## config.mk

```make
export PLATFORM = sky130hd
export DESIGN_NAME = dragonScene
export DESIGN_NICKNAME = d
export VERILOG_FILES = /design/src/logic/gamePkg.sv /design/src/logic/frameTimer.sv /design/src/logic/randomSource.sv /design/src/logic/dragonMover.sv /design/src/logic/shotMover.sv /design/src/logic/spriteDraw.sv /design/src/logic/collisionDetect.sv /design/src/logic/dragonScene.sv
export VERILOG_INCLUDE_DIRS = /design/src /design/src/include
export SDC_FILE = /design/constraint.sdc
export NUM_CORES = 1
export LEC_CHECK = 0
export ABC_AREA = 1
export BUFFER_PORTS_ARGS = -buffer_cell sky130_fd_sc_hd__buf_2
export CAP_MARGIN = 15
export CORE_MARGIN = 2
export CORE_UTILIZATION = 30
export DETAILED_ROUTE_END_ITERATION = 7
export GPL_ROUTABILITY_DRIVEN = 0
export GPL_TIMING_DRIVEN = 0
export HOLD_SLACK_MARGIN = 0.08
export PLACE_DENSITY = 0.55
export SKIP_LAST_GASP = 1
export SLEW_MARGIN = 20
export SYNTH_ARGS = -nofsm -noshare
export SYNTH_HDL_FRONTEND = slang
export SYNTH_SLANG_ARGS = --single-unit
```

## constraint.sdc

```tcl
create_clock -name clk -period 4.3 [get_ports clk]
set_input_delay 0.215 -clock clk [delete_from_list [all_inputs] [get_ports clk]]
set_output_delay 0.215 -clock clk [all_outputs]
set_load 0.02 [all_outputs]
```

## src/include/game_defs.svh

```systemverilog
`ifndef GAME_DEFS_SVH
`define GAME_DEFS_SVH

// object boxes in pixels
`define DRAGON_W 11
`define DRAGON_H 48
`define SHOT_W 8
`define SHOT_H 4

// speeds in 1/64 pixel per frame
`define DRAGON_X_SPEED -120
`define DRAGON_Y_SPEED 70
`define SHOT_SPEED 256

// entry points
`define DRAGON_START_X 680
`define DRAGON_START_Y 60
`define SHOT_START_X 16

// vertical bounce band and the column where the dragon leaves
`define DRAGON_TOP_ROW 20
`define DRAGON_BOTTOM_ROW 180
`define DRAGON_EXIT_X -50
`define SCREEN_RIGHT 640

// frames of wait before the first entry
`define DRAGON_FIRST_WAIT 3

// raster totals including blanking
`define FRAME_COLS 800
`define FRAME_ROWS 525

`endif

```

## src/logic/gamePkg.sv

```systemverilog
package gamePkg;

	// screen position in whole pixels
	typedef logic signed [10:0] coord_t;

	// sub-pixel position, 6 fraction bits below the coord_t bits
	typedef logic signed [16:0] fixed_t;

	// velocity in 1/64 pixel per frame
	typedef logic signed [11:0] speed_t;

	localparam int FRAC_BITS = 6;

	// drop the fraction, keep the integer pixel
	function automatic coord_t fixedToCoord(input fixed_t pos);
		coord_t whole;
		whole = pos[16:FRAC_BITS];
		return whole;
	endfunction

	// widen a velocity so it adds cleanly to a position
	function automatic fixed_t speedToFixed(input speed_t spd);
		fixed_t step;
		step = fixed_t'(spd);
		return step;
	endfunction

endpackage

```

## src/logic/frameTimer.sv

```systemverilog
`timescale 1ns/1ps
`include "game_defs.svh"

module frameTimer #(
	parameter int frameCols = `FRAME_COLS,
	parameter int frameRows = `FRAME_ROWS
) (
	input logic clk,
	input logic resetN,
	output gamePkg::coord_t pixelX,
	output gamePkg::coord_t pixelY,
	output logic startOfFrame
);

	localparam gamePkg::coord_t LAST_COL = gamePkg::coord_t'(frameCols - 1);
	localparam gamePkg::coord_t LAST_ROW = gamePkg::coord_t'(frameRows - 1);

	gamePkg::coord_t colCount;
	gamePkg::coord_t rowCount;

	// column runs every cycle, row steps on column wrap
	always_ff @(posedge clk or negedge resetN) begin
		if (!resetN) begin
			colCount <= '0;
			rowCount <= '0;
		end else if (colCount == LAST_COL) begin
			colCount <= '0;
			if (rowCount == LAST_ROW)
				rowCount <= '0;
			else
				rowCount <= rowCount + 11'sd1;
		end else begin
			colCount <= colCount + 11'sd1;
		end
	end

	assign pixelX = colCount;
	assign pixelY = rowCount;

	// top-left pixel of the raster marks the new frame
	assign startOfFrame = (colCount == '0) && (rowCount == '0);

	// frame pulse is a single cycle wide
	framePulseSingle: assert property (
		@(posedge clk) disable iff (!resetN)
		startOfFrame |=> !startOfFrame
	);

endmodule

```

## src/logic/randomSource.sv

```systemverilog
`timescale 1ns/1ps

module randomSource (
	input logic clk,
	input logic resetN,
	output logic [10:0] rng
);

	localparam logic [10:0] SEED = 11'h5a5;

	logic [10:0] lfsrState;
	logic feedback;

	// taps for x^11 + x^9 + 1, period 2047
	assign feedback = lfsrState[10] ^ lfsrState[8];

	always_ff @(posedge clk or negedge resetN) begin
		if (!resetN)
			lfsrState <= SEED;
		else
			lfsrState <= {lfsrState[9:0], feedback};
	end

	assign rng = lfsrState;

	// all-zero state would lock up the shifter
	lfsrNeverZero: assert property (
		@(posedge clk) disable iff (!resetN)
		lfsrState != '0
	);

endmodule

```

## src/logic/dragonMover.sv

```systemverilog
`timescale 1ns/1ps
`include "game_defs.svh"

module dragonMover (
	input logic clk,
	input logic resetN,
	input logic startOfFrame,
	input logic pause,
	input logic [10:0] rng,
	input logic hit,
	output gamePkg::coord_t dragonX,
	output gamePkg::coord_t dragonY,
	output logic dragonActive
);

	localparam gamePkg::speed_t X_SPEED = gamePkg::speed_t'(`DRAGON_X_SPEED);
	localparam gamePkg::speed_t Y_SPEED = gamePkg::speed_t'(`DRAGON_Y_SPEED);
	localparam gamePkg::fixed_t START_X =
		gamePkg::fixed_t'(`DRAGON_START_X * (1 << gamePkg::FRAC_BITS));
	localparam gamePkg::fixed_t START_Y =
		gamePkg::fixed_t'(`DRAGON_START_Y * (1 << gamePkg::FRAC_BITS));
	localparam logic [12:0] FIRST_WAIT = 13'(`DRAGON_FIRST_WAIT);

	gamePkg::fixed_t posX;
	gamePkg::fixed_t posY;
	gamePkg::speed_t ySpeed;
	gamePkg::speed_t nextYSpeed;
	logic [12:0] waitCount;
	logic [12:0] waitReload;
	logic rngFlip;

	assign dragonX = gamePkg::fixedToCoord(posX);
	assign dragonY = gamePkg::fixedToCoord(posY);

	// random reversal window, strictly between 300 and 600
	assign rngFlip = (rng > 11'd300) && (rng < 11'd600);

	// next wait is twice rng plus the base wait
	assign waitReload = {1'b0, rng, 1'b0} + FIRST_WAIT;

	// band edges force the direction, otherwise maybe flip
	always_comb begin
		if (dragonY < `DRAGON_TOP_ROW)
			nextYSpeed = Y_SPEED;
		else if (dragonY > `DRAGON_BOTTOM_ROW)
			nextYSpeed = -Y_SPEED;
		else if (rngFlip)
			nextYSpeed = -ySpeed;
		else
			nextYSpeed = ySpeed;
	end

	always_ff @(posedge clk or negedge resetN) begin
		if (!resetN) begin
			dragonActive <= 1'b0;
			waitCount <= FIRST_WAIT;
			posX <= START_X;
			posY <= START_Y;
			ySpeed <= Y_SPEED;
		end else if (hit) begin
			dragonActive <= 1'b0;
		end else if (startOfFrame) begin
			if (!dragonActive) begin
				// parked at the entry point while the wait runs
				posX <= START_X;
				posY <= START_Y;
				ySpeed <= Y_SPEED;
				if (waitCount == '0) begin
					dragonActive <= 1'b1;
					waitCount <= waitReload;
				end else begin
					waitCount <= waitCount - 13'd1;
				end
			end else if (dragonX < `DRAGON_EXIT_X) begin
				// off the left edge, back to waiting
				dragonActive <= 1'b0;
			end else if (!pause) begin
				posX <= posX + gamePkg::speedToFixed(X_SPEED);
				posY <= posY + gamePkg::speedToFixed(nextYSpeed);
				ySpeed <= nextYSpeed;
			end
		end
	end

	// one frame of overshoot is at most about one pixel past the band
	dragonInBand: assert property (
		@(posedge clk) disable iff (!resetN)
		dragonActive |-> (dragonY >= (`DRAGON_TOP_ROW - 2)) &&
			(dragonY <= (`DRAGON_BOTTOM_ROW + 2))
	);

endmodule

```

## src/logic/shotMover.sv

```systemverilog
`timescale 1ns/1ps
`include "game_defs.svh"

module shotMover (
	input logic clk,
	input logic resetN,
	input logic startOfFrame,
	input logic fire,
	input gamePkg::coord_t aimY,
	input logic pause,
	input logic hit,
	output gamePkg::coord_t shotX,
	output gamePkg::coord_t shotY,
	output logic shotActive
);

	localparam gamePkg::speed_t SHOT_SPEED = gamePkg::speed_t'(`SHOT_SPEED);
	localparam gamePkg::fixed_t START_X =
		gamePkg::fixed_t'(`SHOT_START_X * (1 << gamePkg::FRAC_BITS));

	gamePkg::fixed_t posX;
	gamePkg::coord_t rowY;

	assign shotX = gamePkg::fixedToCoord(posX);
	assign shotY = rowY;

	always_ff @(posedge clk or negedge resetN) begin
		if (!resetN) begin
			shotActive <= 1'b0;
			posX <= START_X;
			rowY <= '0;
		end else if (hit) begin
			shotActive <= 1'b0;
		end else if (startOfFrame) begin
			if (!shotActive) begin
				// launch from the left column at the aimed row
				if (fire) begin
					shotActive <= 1'b1;
					posX <= START_X;
					rowY <= aimY;
				end
			end else if (shotX > `SCREEN_RIGHT) begin
				shotActive <= 1'b0;
			end else if (!pause) begin
				posX <= posX + gamePkg::speedToFixed(SHOT_SPEED);
			end
		end
	end

endmodule

```

## src/logic/spriteDraw.sv

```systemverilog
`timescale 1ns/1ps

module spriteDraw #(
	parameter int boxW = 8,
	parameter int boxH = 8
) (
	input logic clk,
	input logic resetN,
	input gamePkg::coord_t pixelX,
	input gamePkg::coord_t pixelY,
	input gamePkg::coord_t objX,
	input gamePkg::coord_t objY,
	input logic objActive,
	output logic draw
);

	int objRight;
	int objBottom;
	logic insideBox;

	// edges in int so a box near the top of the range cannot wrap
	assign objRight = int'(objX) + boxW;
	assign objBottom = int'(objY) + boxH;

	// half-open box, left and top edges included
	assign insideBox = objActive &&
		(pixelX >= objX) && (pixelX < objRight) &&
		(pixelY >= objY) && (pixelY < objBottom);

	always_ff @(posedge clk or negedge resetN) begin
		if (!resetN)
			draw <= 1'b0;
		else
			draw <= insideBox;
	end

endmodule

```

## src/logic/collisionDetect.sv

```systemverilog
`timescale 1ns/1ps
`include "game_defs.svh"

module collisionDetect (
	input logic clk,
	input logic resetN,
	input logic startOfFrame,
	input gamePkg::coord_t dragonX,
	input gamePkg::coord_t dragonY,
	input logic dragonActive,
	input gamePkg::coord_t shotX,
	input gamePkg::coord_t shotY,
	input logic shotActive,
	output logic hit,
	output logic [15:0] hitCount
);

	logic overlapX;
	logic overlapY;
	logic overlap;

	// two half-open ranges overlap when each starts before the other ends
	assign overlapX = (int'(dragonX) < int'(shotX) + `SHOT_W) &&
		(int'(shotX) < int'(dragonX) + `DRAGON_W);
	assign overlapY = (int'(dragonY) < int'(shotY) + `SHOT_H) &&
		(int'(shotY) < int'(dragonY) + `DRAGON_H);
	assign overlap = dragonActive && shotActive && overlapX && overlapY;

	always_ff @(posedge clk or negedge resetN) begin
		if (!resetN) begin
			hit <= 1'b0;
			hitCount <= '0;
		end else begin
			hit <= startOfFrame && overlap;
			if (startOfFrame && overlap)
				hitCount <= hitCount + 16'd1;
		end
	end

	hitOneCycle: assert property (
		@(posedge clk) disable iff (!resetN)
		hit |=> !hit
	);

endmodule

```

## src/logic/dragonScene.sv

```systemverilog
`timescale 1ns/1ps
`include "game_defs.svh"

module dragonScene #(
	parameter int frameCols = `FRAME_COLS,
	parameter int frameRows = `FRAME_ROWS
) (
	input logic clk,
	input logic resetN,
	input logic fire,
	input gamePkg::coord_t aimY,
	input logic pause,
	output gamePkg::coord_t pixelX,
	output gamePkg::coord_t pixelY,
	output logic startOfFrame,
	output gamePkg::coord_t dragonX,
	output gamePkg::coord_t dragonY,
	output logic dragonActive,
	output gamePkg::coord_t shotX,
	output gamePkg::coord_t shotY,
	output logic shotActive,
	output logic drawDragon,
	output logic drawShot,
	output logic hit,
	output logic [15:0] hitCount
);

	logic [10:0] rng;

	frameTimer #(.frameCols(frameCols), .frameRows(frameRows)) frameTimer_inst (
		.clk(clk), .resetN(resetN),
		.pixelX(pixelX), .pixelY(pixelY), .startOfFrame(startOfFrame)
	);

	randomSource randomSource_inst (.clk(clk), .resetN(resetN), .rng(rng));

	dragonMover dragonMover_inst (
		.clk(clk), .resetN(resetN), .startOfFrame(startOfFrame), .pause(pause),
		.rng(rng), .hit(hit),
		.dragonX(dragonX), .dragonY(dragonY), .dragonActive(dragonActive)
	);

	shotMover shotMover_inst (
		.clk(clk), .resetN(resetN), .startOfFrame(startOfFrame), .fire(fire),
		.aimY(aimY), .pause(pause), .hit(hit),
		.shotX(shotX), .shotY(shotY), .shotActive(shotActive)
	);

	collisionDetect collisionDetect_inst (
		.clk(clk), .resetN(resetN), .startOfFrame(startOfFrame),
		.dragonX(dragonX), .dragonY(dragonY), .dragonActive(dragonActive),
		.shotX(shotX), .shotY(shotY), .shotActive(shotActive),
		.hit(hit), .hitCount(hitCount)
	);

	// one draw request per object box
	spriteDraw #(.boxW(`DRAGON_W), .boxH(`DRAGON_H)) dragonDraw_inst (
		.clk(clk), .resetN(resetN), .pixelX(pixelX), .pixelY(pixelY),
		.objX(dragonX), .objY(dragonY), .objActive(dragonActive), .draw(drawDragon)
	);

	spriteDraw #(.boxW(`SHOT_W), .boxH(`SHOT_H)) shotDraw_inst (
		.clk(clk), .resetN(resetN), .pixelX(pixelX), .pixelY(pixelY),
		.objX(shotX), .objY(shotY), .objActive(shotActive), .draw(drawShot)
	);

endmodule

```

==> impl_metrics.yaml <==
synth:
  synth_cell_types: 63
  synth_top_family_by_area: "simple AND/OR/NAND/NOR gates"
  synth-compound-area-share_pct: 13.1
  synth-xor-area-share_pct: 5.93
  netlist_area_um2: 11400
  synth_fa_ha_area_share_pct: 17.4
  ys_seq_area_share_pct: 28.8
  synth_mux_area_share_pct: 0.176
  avgSynthCellArea_um2: 7.76
  synthesis.yosys.warnings: 0
  synthCells: 1466
  ys_seq_elements: 130
  synthSimpleGateAreaFrac_pct: 25.0
detailed_routing:
  initialDrtViolationCount: 561
  dr.pass1.iters: 5
  vias: 10288
  wl_per_cell_um: 15.1
  antenna_left: 0
  vias_per_cell: 4.85
  wl_um: 32100
  drc: 0
floorplanning:
  core_area_um2: 37500
  initial_utilization_pct: 30.3
  die_y_um: 199
  num_rows: 71
  die_width_um: 199
  num_io_pins: 103
  die-area_um2: 39500
grt:
  antenna_found_initial: 0
  grt.total_usage_pct: 16.7
  grt_pass1_vias: 9914
  grt_max_degree: 74
  grt_pass1_wl_um: 51800
  grt_overflow: 0
clock_network:
  max-clock-path-buffers: 2
  cts_setup_buffers: 0
  numCtsBuffers: 17
  htreeDepth: 4
  cts_tree: "built"
  clkTransAtPathRegs_ns: 0.06
  ctsResizeCount: 0
  cts.sinks: 130
  clk_latency_ns: 0.43
  root_buffer: "clkbuf_16"
sta:
  worst_hold_slack_ns: 0.242
  worst_slew_pin_slew_ns: 0.970
  fin_crit_ns: 3.60
  final-hold-violation-count: 0
  fin_skew_ns: 0.00855
  setup-violations-final: 0
  final-max-slew-violation-count: 0
  max_freq_mhz: 278
  slew_headroom_pct: 34.8
  min_period_over_period_pct: 83.7
  tns_ns: 0
  rsz0062_at_grt: "false"
layout:
  multi_input_area_um2: 7010
  seqCellArea_um2: 3280
  stdcell_count: 2123
  drive_above_1_share_pct: 17.1
  final_common_cell: "nand2_1"
  final_cell_mix: "nand2_1, inv_1, ha_1, dfrtp_1, nor2_1"
  fillers: 4014
  fin_area_um2: 13200
  nNetsFinal: 1772
  n_antenna_cell: 0
  syn_to_final_growth_pct: 16.0
place:
  dp_hpwl_um: 25200
  placed_area_um2: 12600
  portBuffers: 100
  dp_cells: 2079
critical_path:
  crit_path_max_fanout: 10
  reg2reg_from: "randomSource_inst.rng[0]"
  critPathRequiredTime_ns: 4.61
  arrival_ns: 3.91
  critPathBufInv: 4
  r2r_cells: 25
  r2r-end: "dragonMover_inst.posY[15]"
  slowest_delay_ns: 0.55
  critPathTopFamily: "simple AND/OR/NAND/NOR gates"
  start_kind: "register"
  path_depth: 25
  cp_common_cell: "nand2_1"
  worstSetupEndpointType: "register"
  cp_slowest_cell: "dfstp_2"
  r2r_setup_slack_ns: 0.70
  critPathKind: "register to register"
pwr:
  irDropWorstVdd_uv: 179
  powerDensity_nw_per_um2: 202
  p_leak_nw: 6.79
job:
  drv_cap: 0
worst_hold_path:
  hold_start: "fire"
  holdPathStages: 3
  hp-class: "input port to register"
  hold_end: "shotMover_inst.posX[10]"
status:
  outcome: "complete, no violations"
-- routing by layer --
metal	up-vias	GRT usage (%)	wire (µm)
li1	5172	-	-
met1	4813	22.3	14800
met2	262	27.7	14900
met3	41	2.73	1780
met4	0	4.86	586
met5	-	0	0
-- kinds of logic after synthesis --
logic type                 Yosys count
and+or+nand+nor                    583
DFF                                130
other                                1
adders and majority gates          158
buffers and inverters              260
muxes                                2
xor gates and xnor gates            77
AOI/OAI and AO/OA                  255
-- metrics by stage --
stage,setup slack (ns),total power [W],util [%]
after floorplan,1.29,0.00129,-
after global routing,0.144,0.00276,35.2
final,0.702,0.00266,35.2
after CTS,0.648,0.00270,35.2
after global placement,0.691,0.00133,33.4
after detailed placement,0.658,0.00133,33.5
-- report_power, final --
group / internal, W / switching (W) / leakage [nW]
Sequential: 0.00123 / 0.00000606 / 1.65
Combinational: 0.0000312 / 0.0000554 / 4.88
Clock: 0.000788 / 0.000550 / 0.256
Total: 0.00205 / 0.000612 / 6.79
-- cells in the mapped netlist (all sizes together) --
library cell / n / area (µm²)
nand3b: 2 / 15.0
or2: 6 / 37.5
o2111ai: 2 / 17.5
clkinv: 2 / 7.51
o31ai: 6 / 45.0
o32a: 1 / 10.0
nor2: 122 / 526
a22oi: 1 / 7.51
o21ai: 90 / 458
nand4: 24 / 150
o41ai: 1 / 8.76
xor2: 64 / 561
a211oi: 4 / 35.0
conb: 1 / 3.75
ha: 157 / 1960
nor4: 16 / 146
o221a: 1 / 11.3
a2111oi: 1 / 8.76
nand2: 261 / 1080
clkbuf: 7 / 27.5
and2: 1 / 6.26
or4: 1 / 7.51
xnor2: 13 / 114
fa: 1 / 20.0
nand3: 101 / 601
inv: 220 / 826
o21a: 6 / 45.0
a21o: 4 / 30.0
dfrtp: 110 / 2750
dfstp: 20 / 526
nor3: 47 / 260
nor3b: 2 / 15.0
mux2i: 2 / 20.0
o211ai: 10 / 75.1
a21oi: 94 / 489
o21bai: 4 / 30.0
o32ai: 1 / 8.76
o211a: 1 / 10.0
buf: 31 / 224
a32o: 1 / 10.0
a31oi: 6 / 37.5
o22ai: 17 / 113
a22o: 4 / 35.0
-- state kept, by name, summed over array words and instances (netlist names), 11 cells and up --
name / flops
dragonMover_inst.posY: 17
collisionDetect_inst.hitCount: 16
dragonMover_inst.posX: 14
dragonMover_inst.waitCount: 13
dragonMover_inst.ySpeed: 12
frameTimer_inst.pixelX: 11
frameTimer_inst.pixelY: 11
randomSource_inst.rng: 11
shotMover_inst.shotY: 11
-- layout make-up --
cell class / instances / area share [%]
Clock inverter: 8 / 0.512
Multi-Input combinational cell: 1077 / 53.2
Sequential cell: 130 / 24.8
Tap cell: 511 / 4.85
Inverter: 222 / 6.32
Timing Repair Buffer: 113 / 4.99
Buffer: 38 / 1.91
Clock buffer: 24 / 3.42
-- worst max path at each step --
stage / startpoint / end / slack, ns
finish: randomSource_inst.rng[0] / dragonMover_inst.posY[15] / 0.70
global route: randomSource_inst.rng[0] / dragonMover_inst.posY[15] / 0.14
CTS: randomSource_inst.rng[0] / dragonMover_inst.posY[15] / 0.65
detailed placement: randomSource_inst.rng[0] / dragonMover_inst.posY[15] / 0.66
global placement: randomSource_inst.rng[0] / dragonMover_inst.posY[15] / 0.69
floorplan: shotMover_inst.shotY[2] / collisionDetect_inst.hitCount[5] / 1.29
-- timing repair --
action	in CTS	in global routing
hold buffers	12	0
setup endpoints to repair	0	0
endpoints found under the hold margin	67	0
-- worst register-to-register path: stages (launching register included) --
cell     delay [ns]
dfstp_2        0.55
inv_1          0.07
ha_1           0.19
nor2_1         0.10
nand2_1        0.07
nand2_1        0.06
nand2_1        0.05
nand2_2        0.10
nand2_2        0.07
buf_6          0.15
o21ai_0        0.17
nand2_1        0.06
o21ai_0        0.32
ha_1           0.32
a21oi_1        0.14
inv_1          0.05
a31oi_1        0.24
inv_1          0.14
nand2_2        0.11
nand2_1        0.07
nand3_2        0.07
nand2_2        0.07
nand2_1        0.08
nand3_1        0.06
nand3_1        0.11
nand2_1        0.06
Power figures use the tool's default switching activity.
